--- config.mk ---
export PLATFORM = sky130hd
export DESIGN_NAME = timer_top
export DESIGN_NICKNAME = d
export VERILOG_FILES = /design/src/design/timer_map_pkg.sv /design/src/design/timer_wave_pkg.sv /design/src/design/timer_cfg_if.sv /design/src/design/timer_regs.sv /design/src/design/timer_prescaler.sv /design/src/design/timer_counter.sv /design/src/design/timer_waveform.sv /design/src/design/timer_top.sv
export SDC_FILE = /design/constraint.sdc
export NUM_CORES = 1
export LEC_CHECK = 0
export BUFFER_PORTS_ARGS = -buffer_cell sky130_fd_sc_hd__buf_2
export CORE_UTILIZATION = 50
export DETAILED_ROUTE_END_ITERATION = 8
export PLACE_DENSITY = 0.67
export SLEW_MARGIN = 20
export SYNTH_ARGS = -nofsm -noshare
export SYNTH_HDL_FRONTEND = slang
export SYNTH_SLANG_ARGS = --single-unit
--- constraint.sdc ---
create_clock -name i_sysclk -period 3.55 [get_ports i_sysclk]
set_input_delay 0.355 -clock i_sysclk [delete_from_list [all_inputs] [get_ports i_sysclk]]
set_output_delay 0.355 -clock i_sysclk [all_outputs]
set_load 0.05 [all_outputs]
--- src/design/timer_map_pkg.sv ---
`default_nettype none

// ----------------------------------------
// Register map of the timer peripheral
// ----------------------------------------
package timer_map_pkg;

	localparam int ADDR_W = 4;						// Register address width

	localparam logic [ADDR_W-1:0] ADDR_TCCR  = 4'd1;	// Control
	localparam logic [ADDR_W-1:0] ADDR_TCCR2 = 4'd2;	// Control 2
	localparam logic [ADDR_W-1:0] ADDR_TCNT  = 4'd3;	// Count value
	localparam logic [ADDR_W-1:0] ADDR_OCR   = 4'd4;	// Output compare
	localparam logic [ADDR_W-1:0] ADDR_TCST  = 4'd6;	// Status

	// TCCR bit positions
	localparam int TCCR_GEN      = 0;					// Global enable
	localparam int TCCR_GIE      = 1;					// Global interrupt enable
	localparam int TCCR_OVIE     = 2;					// Overflow irq enable
	localparam int TCCR_CMIE     = 3;					// Compare irq enable
	localparam int TCCR_PWIE     = 4;					// PWM irq enable
	localparam int TCCR_CNTEN    = 6;					// Counting enable
	localparam int TCCR_WMOD_LSB = 8;					// Waveform mode, 2 bits
	localparam int TCCR_PINEN    = 10;					// Output pin enable
	localparam int TCCR_PINPOL   = 11;					// Output pin polarity

	// TCCR2 fields, given as LSB positions
	localparam int TCCR2_PRS    = 0;					// Prescale value
	localparam int TCCR2_TOPSEL = 8;					// TOP select
	localparam int TCCR2_CMPSEL = 12;					// COMPARE select
	localparam int PRS_W        = 8;					// Prescale field width
	localparam int SEL_W        = 4;					// Select field width

	// TCST bit positions
	localparam int TCST_OVF = 0;						// Overflow
	localparam int TCST_CMP = 1;						// Compare at TOP
	localparam int TCST_PWM = 2;						// PWM compare match

endpackage

`default_nettype wire

--- src/design/timer_wave_pkg.sv ---
`default_nettype none

// ----------------------------------------
// Waveform modes, value selects and events
// ----------------------------------------
package timer_wave_pkg;

	// Code 2'b10 has no mode of its own and runs as normal
	typedef enum logic [1:0] {
		WMOD_NORMAL = 2'b00,							// Free run, pulse on overflow
		WMOD_COMC   = 2'b01,							// Clear at TOP, toggle pin
		WMOD_PWM    = 2'b11								// Pin high below COMPARE
	} wmod_e;

	// Codes not listed here select MAX
	typedef enum logic [3:0] {
		SEL_OCR   = 4'd1,								// Value of OCR
		SEL_BIT08 = 4'd3,								// 0x00FF
		SEL_BIT09 = 4'd4,								// 0x01FF
		SEL_BIT10 = 4'd5,								// 0x03FF
		SEL_BIT11 = 4'd6,								// 0x07FF
		SEL_BIT12 = 4'd7,								// 0x0FFF
		SEL_BIT13 = 4'd8,								// 0x1FFF
		SEL_BIT14 = 4'd9,								// 0x3FFF
		SEL_BIT15 = 4'd10								// 0x7FFF
	} sel_e;

	typedef struct packed {
		logic ovf;										// Wrap from MAX
		logic cmp;										// Clear from TOP
		logic pwm;										// Count reached COMPARE
	} timer_evt_t;

endpackage

`default_nettype wire

--- src/design/timer_cfg_if.sv ---
`timescale 1ns/1ps
`default_nettype none

// Decoded configuration from the register bank to the count pipeline
interface timer_cfg_if #(
	parameter int CNT_W = 16
) ();
	import timer_map_pkg::*;
	import timer_wave_pkg::*;

	logic				cnt_run;						// GEN and CNTEN
	wmod_e				wmod;							// Waveform mode
	logic				pin_en;							// Pin enable
	logic				pin_pol;						// Pin polarity
	logic [PRS_W-1:0]	prs_val;						// Prescale reload value
	logic				prs_ld;							// Prescaler restart
	logic [CNT_W-1:0]	top;							// Decoded TOP
	logic [CNT_W-1:0]	compare;						// Decoded COMPARE
	logic				cnt_ld;							// Counter load
	logic [CNT_W-1:0]	cnt_ld_val;						// Counter load value

	modport regs (
		output cnt_run, wmod, pin_en, pin_pol, prs_val, prs_ld,
		output top, compare, cnt_ld, cnt_ld_val
	);

	modport prs (input cnt_run, prs_val, prs_ld);
	modport cnt (input wmod, top, cnt_ld, cnt_ld_val);
	modport wave (input wmod, pin_en, pin_pol, top, compare);

endinterface

`default_nettype wire

--- src/design/timer_regs.sv ---
`timescale 1ns/1ps
`default_nettype none

module timer_regs #(
	parameter int CNT_W = 16
) (
	input  logic								i_sysclk,		// System clock
	input  logic								i_sysrst,		// Sync reset
	input  logic								i_bus_select,	// Peripheral select
	input  logic								i_bus_wr,		// Write flag
	input  logic [timer_map_pkg::ADDR_W-1:0]	i_reg_addr,		// Register address
	input  logic [CNT_W-1:0]					i_bus_data,		// Write data
	output logic [CNT_W-1:0]					o_bus_data,		// Read data
	output logic								o_bus_ack,		// Acknowledge
	output logic								o_int_flg,		// Interrupt
	input  logic [CNT_W-1:0]					i_count,		// Live count
	input  timer_wave_pkg::timer_evt_t			i_evt,			// Waveform events
	timer_cfg_if.regs							cfg				// Decoded config
);
	import timer_map_pkg::*;
	import timer_wave_pkg::*;

	logic [CNT_W-1:0]	tccr;
	logic [CNT_W-1:0]	tccr2;
	logic [CNT_W-1:0]	ocr;
	logic [2:0]			tcst;							// Only three status bits
	logic [CNT_W-1:0]	top_q;
	logic [CNT_W-1:0]	cmp_q;
	logic [CNT_W-1:0]	rd_q;
	logic				ack_q;
	logic				addr_ok;
	logic				acc_stb;
	logic				wr_stb;
	logic				rd_stb;

	// ----------------------------------------
	// Bus handshake
	// ----------------------------------------
	assign addr_ok = (i_reg_addr == ADDR_TCCR) || (i_reg_addr == ADDR_TCCR2)
		|| (i_reg_addr == ADDR_TCNT) || (i_reg_addr == ADDR_OCR)
		|| (i_reg_addr == ADDR_TCST);
	assign acc_stb = i_bus_select && !ack_q && addr_ok;	// Select rising phase
	assign wr_stb  = acc_stb && i_bus_wr;
	assign rd_stb  = acc_stb && !i_bus_wr;

	always_ff @(posedge i_sysclk)
	begin
		if (i_sysrst)
			ack_q <= 1'b0;
		else if (ack_q)
			ack_q <= i_bus_select;						// Hold until select drops
		else
			ack_q <= acc_stb;
	end

	always_ff @(posedge i_sysclk)
	begin
		if (rd_stb)
		begin
			case (i_reg_addr)
				ADDR_TCCR:  rd_q <= tccr;
				ADDR_TCCR2: rd_q <= tccr2;
				ADDR_TCNT:  rd_q <= i_count;			// Sampled at the ack edge
				ADDR_OCR:   rd_q <= ocr;
				default:    rd_q <= CNT_W'(tcst);
			endcase
		end
	end

	assign o_bus_ack  = ack_q;
	assign o_bus_data = ack_q ? rd_q : '0;				// Quiet bus between reads

	// ----------------------------------------
	// Register bank
	// ----------------------------------------
	always_ff @(posedge i_sysclk)
	begin
		if (i_sysrst)
		begin
			tccr  <= '0;
			tccr2 <= '0;
			ocr   <= '0;
		end
		else if (wr_stb)
		begin
			case (i_reg_addr)
				ADDR_TCCR:  tccr  <= i_bus_data;
				ADDR_TCCR2: tccr2 <= i_bus_data;
				ADDR_OCR:   ocr   <= i_bus_data;
				default:    ;							// TCNT goes to the counter
			endcase
		end
	end

	// Status: bus write wins over a set in the same cycle
	always_ff @(posedge i_sysclk)
	begin
		if (i_sysrst)
			tcst <= '0;
		else if (wr_stb && (i_reg_addr == ADDR_TCST))
			tcst <= i_bus_data[2:0];
		else
		begin
			if (tccr[TCCR_GIE] && tccr[TCCR_OVIE] && i_evt.ovf)
				tcst[TCST_OVF] <= 1'b1;
			if (tccr[TCCR_GIE] && tccr[TCCR_CMIE] && i_evt.cmp)
				tcst[TCST_CMP] <= 1'b1;
			if (tccr[TCCR_GIE] && tccr[TCCR_PWIE] && i_evt.pwm)
				tcst[TCST_PWM] <= 1'b1;
		end
	end

	assign o_int_flg = |tcst;

	// ----------------------------------------
	// TOP / COMPARE decode
	// ----------------------------------------
	function automatic logic [CNT_W-1:0] sel_decode(
		input logic [SEL_W-1:0]	sel,
		input logic [CNT_W-1:0]	ocr_v
	);
		logic [CNT_W-1:0] ones;
		ones = '1;
		case (sel_e'(sel))
			SEL_OCR:
				sel_decode = ocr_v;
			SEL_BIT08, SEL_BIT09, SEL_BIT10, SEL_BIT11,
			SEL_BIT12, SEL_BIT13, SEL_BIT14, SEL_BIT15:
				sel_decode = ones >> (CNT_W - 5 - int'(sel));	// Code 3 is 8 bits wide
			default:
				sel_decode = ones;						// MAX
		endcase
	endfunction

	always_ff @(posedge i_sysclk)
	begin
		if (i_sysrst)
		begin
			top_q <= '1;
			cmp_q <= '1;
		end
		else
		begin
			top_q <= sel_decode(tccr2[TCCR2_TOPSEL +: SEL_W], ocr);
			cmp_q <= sel_decode(tccr2[TCCR2_CMPSEL +: SEL_W], ocr);
		end
	end

	// ----------------------------------------
	// Config out to the stages
	// ----------------------------------------
	always_comb
	begin
		case (tccr[TCCR_WMOD_LSB +: 2])
			WMOD_COMC: cfg.wmod = WMOD_COMC;
			WMOD_PWM:  cfg.wmod = WMOD_PWM;
			default:   cfg.wmod = WMOD_NORMAL;			// 2'b10 too
		endcase
	end

	assign cfg.cnt_run    = tccr[TCCR_GEN] && tccr[TCCR_CNTEN];
	assign cfg.pin_en     = tccr[TCCR_PINEN];
	assign cfg.pin_pol    = tccr[TCCR_PINPOL];
	assign cfg.prs_ld     = wr_stb && (i_reg_addr == ADDR_TCCR2);
	assign cfg.prs_val    = cfg.prs_ld ? i_bus_data[TCCR2_PRS +: PRS_W]	// New value on load
		: tccr2[TCCR2_PRS +: PRS_W];
	assign cfg.cnt_ld     = wr_stb && (i_reg_addr == ADDR_TCNT);
	assign cfg.cnt_ld_val = i_bus_data;
	assign cfg.top        = top_q;
	assign cfg.compare    = cmp_q;

	a_ack_needs_sel: assert property (@(posedge i_sysclk) disable iff (i_sysrst)
		$rose(o_bus_ack) |-> $past(i_bus_select));

endmodule

`default_nettype wire

--- src/design/timer_prescaler.sv ---
`timescale 1ns/1ps
`default_nettype none

module timer_prescaler (
	input  logic		i_sysclk,						// System clock
	input  logic		i_sysrst,						// Sync reset
	timer_cfg_if.prs	cfg,							// Run and reload
	output logic		o_tick							// Count tick
);
	import timer_map_pkg::*;

	logic [PRS_W-1:0] div_cnt;							// Down-counter

	// Reload on bus load or when the division is done
	always_ff @(posedge i_sysclk)
	begin
		if (i_sysrst)
			div_cnt <= '0;
		else if (cfg.prs_ld)
			div_cnt <= cfg.prs_val;						// Restart division
		else if (cfg.cnt_run)
		begin
			if (div_cnt == '0)
				div_cnt <= cfg.prs_val;
			else
				div_cnt <= div_cnt - 1'b1;
		end
	end

	assign o_tick = cfg.cnt_run && !cfg.prs_ld && (div_cnt == '0);	// One per prs_val+1

	// Reload holds off the next tick for prs_val cycles
	a_tick_spacing: assert property (@(posedge i_sysclk) disable iff (i_sysrst)
		o_tick && (cfg.prs_val != '0) |=> !o_tick);

endmodule

`default_nettype wire

--- src/design/timer_counter.sv ---
`timescale 1ns/1ps
`default_nettype none

module timer_counter #(
	parameter int CNT_W = 16
) (
	input  logic				i_sysclk,				// System clock
	input  logic				i_sysrst,				// Sync reset
	timer_cfg_if.cnt			cfg,					// Mode, TOP, load
	input  logic				i_tick,					// From prescaler
	output logic [CNT_W-1:0]	o_count,				// Count value
	output logic				o_tick_d				// Tick, one cycle late
);
	import timer_wave_pkg::*;

	logic clr_mode;										// Modes that clear at TOP
	logic at_top;

	assign clr_mode = (cfg.wmod == WMOD_COMC) || (cfg.wmod == WMOD_PWM);
	assign at_top   = (o_count == cfg.top);

	always_ff @(posedge i_sysclk)
	begin
		if (i_sysrst)
		begin
			o_count  <= '0;
			o_tick_d <= 1'b0;
		end
		else
		begin
			o_tick_d <= i_tick;							// Marks a fresh count
			if (cfg.cnt_ld)
				o_count <= cfg.cnt_ld_val;				// Bus load first
			else if (i_tick)
			begin
				if (clr_mode && at_top)
					o_count <= '0;
				else
					o_count <= o_count + 1'b1;			// Wraps at MAX
			end
		end
	end

endmodule

`default_nettype wire

--- src/design/timer_waveform.sv ---
`timescale 1ns/1ps
`default_nettype none

module timer_waveform #(
	parameter int CNT_W = 16
) (
	input  logic						i_sysclk,		// System clock
	input  logic						i_sysrst,		// Sync reset
	timer_cfg_if.wave					cfg,			// Mode and pin setup
	input  logic [CNT_W-1:0]			i_count,		// Count value
	input  logic						i_tick_d,		// Count just updated
	output timer_wave_pkg::timer_evt_t	o_evt,			// Event pulses
	output logic						o_out_pin		// Output pin
);
	import timer_wave_pkg::*;

	localparam logic [CNT_W-1:0] MAX_VAL = '1;

	logic [CNT_W-1:0]	last_cnt;						// Count one cycle back
	logic				clr_mode;
	logic				wrap_top;
	logic				wrap_max;
	logic				hit_cmp;
	timer_evt_t			evt_nxt;
	logic				pin_q;

	always_ff @(posedge i_sysclk)
	begin
		last_cnt <= i_count;							// Value before the update
	end

	// ----------------------------------------
	// Event detect
	// ----------------------------------------
	assign clr_mode = (cfg.wmod == WMOD_COMC) || (cfg.wmod == WMOD_PWM);
	assign wrap_top = i_tick_d && clr_mode && (i_count == '0) && (last_cnt == cfg.top);
	assign wrap_max = i_tick_d && (i_count == '0) && (last_cnt == MAX_VAL);
	assign hit_cmp  = i_tick_d && (cfg.wmod == WMOD_PWM) && (i_count == cfg.compare)
		&& (last_cnt != cfg.compare);

	// A clear at TOP counts as compare only, even when TOP is MAX or COMPARE is zero
	assign evt_nxt.cmp = wrap_top;
	assign evt_nxt.ovf = wrap_max && !wrap_top;
	assign evt_nxt.pwm = hit_cmp && !wrap_top;

	always_ff @(posedge i_sysclk)
	begin
		if (i_sysrst)
			o_evt <= '0;
		else
			o_evt <= evt_nxt;
	end

	// ----------------------------------------
	// Pin register
	// ----------------------------------------
	always_ff @(posedge i_sysclk)
	begin
		if (i_sysrst)
			pin_q <= 1'b0;
		else if (!cfg.pin_en)
			pin_q <= 1'b0;								// Parked while disabled
		else
		begin
			case (cfg.wmod)
				WMOD_COMC:
				begin
					if (evt_nxt.cmp)
						pin_q <= !pin_q;				// Toggle at TOP
				end
				WMOD_PWM:
					pin_q <= (i_count < cfg.compare);	// Duty set by COMPARE
				default:
					pin_q <= evt_nxt.ovf;				// One-cycle pulse
			endcase
		end
	end

	assign o_out_pin = (pin_q && cfg.pin_en) ^ cfg.pin_pol;

	// Only ovf and pwm may coincide
	a_evt_excl: assert property (@(posedge i_sysclk) disable iff (i_sysrst)
		$onehot0({o_evt.ovf, o_evt.cmp}) && $onehot0({o_evt.cmp, o_evt.pwm}));

endmodule

`default_nettype wire

--- src/design/timer_top.sv ---
`timescale 1ns/1ps
`default_nettype none

module timer_top #(
	parameter int CNT_W = 16							// 16 to 32
) (
	input  logic								i_sysclk,		// System clock
	input  logic								i_sysrst,		// Sync reset
	input  logic								i_bus_select,	// Peripheral select
	input  logic								i_bus_wr,		// Write flag
	input  logic [timer_map_pkg::ADDR_W-1:0]	i_reg_addr,		// Register address
	input  logic [CNT_W-1:0]					i_bus_data,		// Write data
	output logic [CNT_W-1:0]					o_bus_data,		// Read data
	output logic								o_bus_ack,		// Acknowledge
	output logic								o_int_flg,		// Interrupt
	output logic								o_out_pin		// Waveform pin
);
	import timer_wave_pkg::*;

	logic				tick;							// Prescaler to counter
	logic [CNT_W-1:0]	count;
	logic				tick_d;
	timer_evt_t			evt;							// Waveform to status

	timer_cfg_if #(.CNT_W(CNT_W)) u_cfg ();

	// ----------------------------------------
	// Register bank and count pipeline
	// ----------------------------------------
	timer_regs #(.CNT_W(CNT_W)) u_regs (
		.i_sysclk		(i_sysclk),
		.i_sysrst		(i_sysrst),
		.i_bus_select	(i_bus_select),
		.i_bus_wr		(i_bus_wr),
		.i_reg_addr		(i_reg_addr),
		.i_bus_data		(i_bus_data),
		.o_bus_data		(o_bus_data),
		.o_bus_ack		(o_bus_ack),
		.o_int_flg		(o_int_flg),
		.i_count		(count),
		.i_evt			(evt),
		.cfg			(u_cfg.regs)
	);

	timer_prescaler u_prs (
		.i_sysclk		(i_sysclk),
		.i_sysrst		(i_sysrst),
		.cfg			(u_cfg.prs),
		.o_tick			(tick)
	);

	timer_counter #(.CNT_W(CNT_W)) u_cnt (
		.i_sysclk		(i_sysclk),
		.i_sysrst		(i_sysrst),
		.cfg			(u_cfg.cnt),
		.i_tick			(tick),
		.o_count		(count),
		.o_tick_d		(tick_d)
	);

	timer_waveform #(.CNT_W(CNT_W)) u_wave (
		.i_sysclk		(i_sysclk),
		.i_sysrst		(i_sysrst),
		.cfg			(u_cfg.wave),
		.i_count		(count),
		.i_tick_d		(tick_d),
		.o_evt			(evt),
		.o_out_pin		(o_out_pin)
	);

endmodule

`default_nettype wire

* After elaboration in Yosys (flattened, before gate mapping)
Cells that the tools add are included.
** Storage, ports and cells
- Flip-flop bits (word level) :: 145
- Bits of input ports :: 24
- Output and inout bits :: 19
- Logic and storage cells :: 131
** Operators by class
- $add $sub $neg :: 4
- $lt $le $gt $ge :: 1
- Equal/unequal tests :: 33
- Shifts and indexed selects :: 2
- Mux-type cells :: 19
- Bitwise logic cells :: 2
- Reduce and logical (&&, ||, !) cells :: 52
** Operator list (number)
- 2-to-1 mux 16 bit :: 4
- case mux 16 bit (2 select lines) :: 2
- case mux 16 bit (4 select lines) :: 1
- >> shifter 16 x 32 -> 16 bit, first input constant :: 2
- == test 16 bit :: 3
- == test 4 x 3 -> 1 bit, second input constant :: 10
- 2-to-1 mux 8 bit :: 4
- logical AND 1 bit :: 28
- == test 4 bit, second input constant :: 6
- adder 16 x 1 -> 16 bit, second input constant :: 1
- == test 16 bit, second input constant :: 1
- == test 4 x 2 -> 1 bit, second input constant :: 4
- logical NOT 16 bit :: 1
- < comparator 16 bit :: 1
- inequality test 16 bit :: 1
- OR reduction 8 bit :: 2
- == test 4 x 1 -> 1 bit, second input constant :: 3
- nonzero test 2 bit :: 5
- subtractor 4 x 4 -> 5 bit, first input constant :: 2
- logical NOT 8 bit :: 1
- subtractor 8 x 1 -> 8 bit, second input constant :: 1
- AND reduction 2 bit :: 3
- logical NOT 1 bit :: 5
- logical OR 1 bit :: 5
- 11 further kinds :: 17

* Depth between registers and ports, before layout
- Depth after elaboration :: 13
- Gate-level depth with buffers :: 10
- Depth with buffers taken out :: 8

* Cells and area by module
A second synthesis with hierarchy kept.
** Unflattened totals
- Cells, all modules :: 842
- Area, all modules :: 7672.4 µm²
** Modules (own cells, without submodules)
- timer_regs :: instances 1, cells an instance 479, area each 4565.6 µm², seq. area each 2162.1 µm²
- timer_waveform :: instances 1, cells an instance 151, area each 1362.6 µm², seq. area each 400.4 µm²
- timer_counter :: instances 1, cells an instance 140, area each 1167.4 µm², seq. area each 340.3 µm²
- timer_prescaler :: instances 1, cells an instance 72, area each 576.8 µm², seq. area each 160.2 µm²

* Worst setup path before layout
No wires, ideal clock.
- Path type :: input to register
- Start :: in i_reg_addr[2] in the netlist's numbering
- End :: reg u_regs.rd_q[0], enable pin
- Setup time :: 0.436 ns
- Data arrival time :: 2.646 ns
- Data required time :: 3.114 ns
- Slack :: 0.469 ns
- Cell stages on the path :: 4
- Buffers on the path :: 1
- Cells stage by stage :: buf_2 -> nor3_1 -> a211o_1 -> nor4b_1
** Between the ends
- Longest elaborated chain between the ends :: 7
- Elaborated cells on any way between the ends :: 11
- Those cells by class :: eq/ne: 5; reduce/logical: 6
** Ends and longest elaborated chain
- from (decl) :: RTL line timer_top.sv:11 : input logic [timer_map_pkg::ADDR_W-1:0] i_reg_addr,
- == test 4 x 1 -> 1 bit or == test 4 x 2 -> 1 bit (tied branches) :: RTL line timer_regs.sv:39 : assign addr_ok = (i_reg_addr == ADDR_TCCR) || (i_reg_addr == ADDR_TCCR2)
- logical OR 1 bit :: RTL line timer_regs.sv:39
- logical OR 1 bit (2 in series) :: RTL line timer_regs.sv:40 : || (i_reg_addr == ADDR_TCNT) || (i_reg_addr == ADDR_OCR)
- logical OR 1 bit (*) :: RTL line timer_regs.sv:41 : || (i_reg_addr == ADDR_TCST);
- logical AND 1 bit (*) :: RTL line timer_regs.sv:42 : assign acc_stb = i_bus_select && !ack_q && addr_ok;
- logical AND 1 bit (*) :: RTL line timer_regs.sv:44 : assign rd_stb = acc_stb && !i_bus_wr;
- named net u_regs.rd_stb :: RTL line timer_regs.sv:34 : logic rd_stb;
- to (signal assigned) :: RTL line timer_regs.sv:61 : ADDR_TCCR: rd_q <= tccr;
- to (signal assigned) :: RTL line timer_regs.sv:62 : ADDR_TCCR2: rd_q <= tccr2;
- to (signal assigned) :: RTL line timer_regs.sv:63 : ADDR_TCNT: rd_q <= i_count;
- to (decl) :: RTL line timer_regs.sv:29 : logic [CNT_W-1:0] rd_q;
The timed path passes the listed nets; every way through them passes the cells marked *.
A chain may end at the register's enable or synchronous reset.

* Worst setup path in the final report
- Start :: reg u_regs.tccr2[14]
- End :: reg u_regs.cmp_q[0], in the netlist u_regs.cfg.compare[0]
** Between the ends
- Longest elaborated chain between the ends :: 3
- Elaborated cells on any way between the ends :: 13
- Those cells by class :: add/sub: 1; eq/ne: 9; shift: 1; mux: 1; reduce/logical: 1
** Ends and longest elaborated chain
- from (decl) :: RTL line timer_regs.sv:24 : logic [CNT_W-1:0] tccr2;
- from (signal assigned) :: RTL line timer_regs.sv:88 : ADDR_TCCR2: tccr2 <= i_bus_data;
- subtractor 4 x 4 -> 5 bit, or another cell as far along :: RTL line timer_regs.sv:129 : sel_decode = ones >> (CNT_W - 5 - int'(sel));
- >> shifter 16 x 32 -> 16 bit or OR reduction 8 bit (tied branches) :: RTL line timer_regs.sv:129, timer_regs.sv:124
- case mux 16 bit (2 select lines) (*) :: RTL line timer_regs.sv:124 : case (sel_e'(sel))
- to (signal assigned) :: RTL line timer_regs.sv:145 : cmp_q <= sel_decode(tccr2[TCCR2_CMPSEL +: SEL_W], ocr);
- to (decl) :: RTL line timer_regs.sv:28 : logic [CNT_W-1:0] cmp_q;
Mark *: on every way between the ends. The rest lies on a longest branch, timed or not.

==> impl_metrics.yaml <==
run_status:
  outcome: "complete, no violations"
cells_and_area:
  multi_input_comb_area_mm2: 0.00410
  n_fill_cell: 1298
  final_cells: 1080
  drive_gt1_share_pct: 10.6
  final_util_pct: 57.6
  ff_latch_area_mm2: 0.00306
  syn_to_final_growth_pct: 12.4
  fin_nets: 934
logic_synthesis:
  syn_avg_cell_area_um2: 8.62
  yosysTopAreaCellShare_pct: 34.5
  yosysUniqueCellTypes: 65
  synth_most_common_cell: "nand2_1"
  synth_top_cells_by_count: "nand2_1, dfxtp_1, a21oi_1, nand3_1, nor2_1"
  ys.flop_type: "dfxtp_1"
  synth_edf_count: 16
  seq_area_frac_synth_pct: 41.0
  synthesis.instances: 867
  synth_seq_cells: 145
  ys_warn_count: 0
  syn_area_mm2: 0.00748
  yosysTopAreaCell: "dfxtp_1"
  async_flop_share_pct: 0
  synth_fp_nets: 919
  synth_area_leaders: "dfxtp_1, nand2_1, edfxtp_1"
timing:
  skew_ns: 0.00965
  setup_viol: 0
  worst_slack_ns: 1.13
  worst_pin_slew_ns: 0.737
  hold_viol_final: 0
  relSlewSlack_pct: 50.3
  period_share_pct: 68.1
  finalSetupTns_ns: 0
  max_freq_mhz: 414
  rsz0062_at_grt: "no"
  fin_crit_ns: 2.42
  slew_viol_final: 0
routing:
  drcViolationCount: 0
  routed.top_layer: "met4"
  met2WireLength_um: 9900
  wl_per_cell_um: 21.1
  wl_met1_um: 10000
  wirelength_um: 22800
  met3WireLength_um: 2280
  dr.first_iter.drc_count: 911
  firstDrtPassIters: 6
  detail-route-antenna-nets: 0
  vias: 6769
  routed_via_density: 6.27
pwr:
  ir_drop_mv: 0.334
  p_leak_nw: 3.30
  power.density_mw_per_mm2: 464
  power.total_mw: 3.90
clock_tree:
  htreeDepth: 4
  cts_resized: 0
  postCtsSetupBuffers: 0
  cts_tree: "yes"
  clkLatencyLatePin_ns: 0.43
  hold_buffers: 0
  cts_made_buffers: 17
  clkTransAtPathRegs_ns: 0.06
  clock-root-buffer: "clkbuf_16"
  clk_path_buf_depth: 2
  cts_sinks: 145
floorplan:
  die_w_um: 124
  die-area_mm2: 0.0154
  start_util_pct: 51.3
  dieHeight_um: 124
  core_area_mm2: 0.0146
  std_cell_rows: 44
  io_pins: 43
setup_path:
  start_kind: "flip-flop"
  r2r_start: "u_regs.tccr2[14]"
  cp.arrival_ns: 2.78
  crit_path_start: "u_regs.tccr2[14]"
  r2r_setup_slack_ns: 1.13
  reg2regPathDepth: 7
  endpoint_kind: "flip-flop"
  crit_fanout: 10
  critical_path_class: "reg -> reg"
  required_ns: 3.92
placement:
  numPlacedInstances: 1047
  port_buffers: 42
  dpl_worst_slack_ns: 1.14
  place_congestion: 0.944
  dp_hpwl_um: 16600
job:
  maxCapViolations: 0
global_routing:
  grt_max_degree: 60
  antenna_found_initial: 0
  grt_pass1_wl_um: 35600
  first_global_vias: 6277
  grtUsageTotal_pct: 30.0
  grt_overflow: 0
min_path:
  hp-start: "i_bus_select"
  hold_path_depth: 2
  hp-class: "in -> reg"
[cells by family after synthesis]
group,after synthesis,share of synthesized area [%]
DFF,145,41.0
muxes,19,2.54
buffers and inverters,84,4.67
adders and majority gates,28,4.69
and+or+nand+nor,360,24.5
AOI/OAI and AO/OA,179,16.5
xor gates and xnor gates,52,6.09
[stage by stage]
stage	area [um^2]	hold slack, ns
floorplan	7480	0.352
global placement	7770	0.441
detailed placement	7770	0.447
CTS	8400	0.175
global route	8400	0.198
finish	8410	0.194
[report_power, final]
group	switching [mW]	internal (mW)
clock	0.697	1.22
combinational	0.143	0.0856
sequential	0.0674	1.69
[flip-flops by register name (all words and copies together) (netlist names)]
register,flops
u_wave.last_cnt,16
u_regs.cfg.compare,16
u_regs.tccr,16
u_wave.o_evt,3
u_cnt.o_count,16
u_regs.tcst,3
u_regs.ocr,16
u_regs.tccr2,16
u_regs.cfg.top,16
u_wave.pin_q,1
u_regs.o_bus_ack,1
u_cnt.o_tick_d,1
u_prs.div_cnt,8
u_regs.rd_q,16
[final cells by class]
type / count / area share (%)
clock inverters: 12 / 1.91
multi-input cells: 638 / 48.7
diodes: 1 / 0.0298
well taps: 184 / 2.74
flip-flops and latches: 145 / 36.4
inverters: 29 / 1.30
repair buffers: 51 / 3.30
clock buffers: 20 / 5.57
[routing by layer]
metal,up-vias,GRT usage (%)
met4,0,11.8
met3,40,6.49
met2,330,44.2
li1,3140,-
met5,-,0
met1,3259,42.5
[worst max-delay path, cell delays in order, from the launching register on]
cell and delay, ns:
dfxtp_1 0.53, inv_1 0.14, ha_1 0.24, and3_1 0.19
a211oi_1 0.53, a21oi_1 0.28, o21ai_0 0.29, a21o_1 0.15
[placed cells by master, fill, tap and decap left out, drive strengths merged, types with 19 or more instances in the layout]
cell / n
nor2: 53
inv: 29
a21oi: 59
mux2i: 19
dfxtp: 129
clkbuf: 20
and2: 20
nand4: 22
nand2: 134
xnor2: 37
ha: 28
nand3: 52
o21ai: 20
buf: 51
[worst paths after layout]
check,to
worst max register to register,u_regs.cfg.compare[0]
worst min register to register,u_regs.tccr[14]
worst max-delay path,u_regs.cfg.compare[0]
worst min-delay path,u_regs.o_bus_ack
No activity file was read; power rests on OpenSTA's default activity.
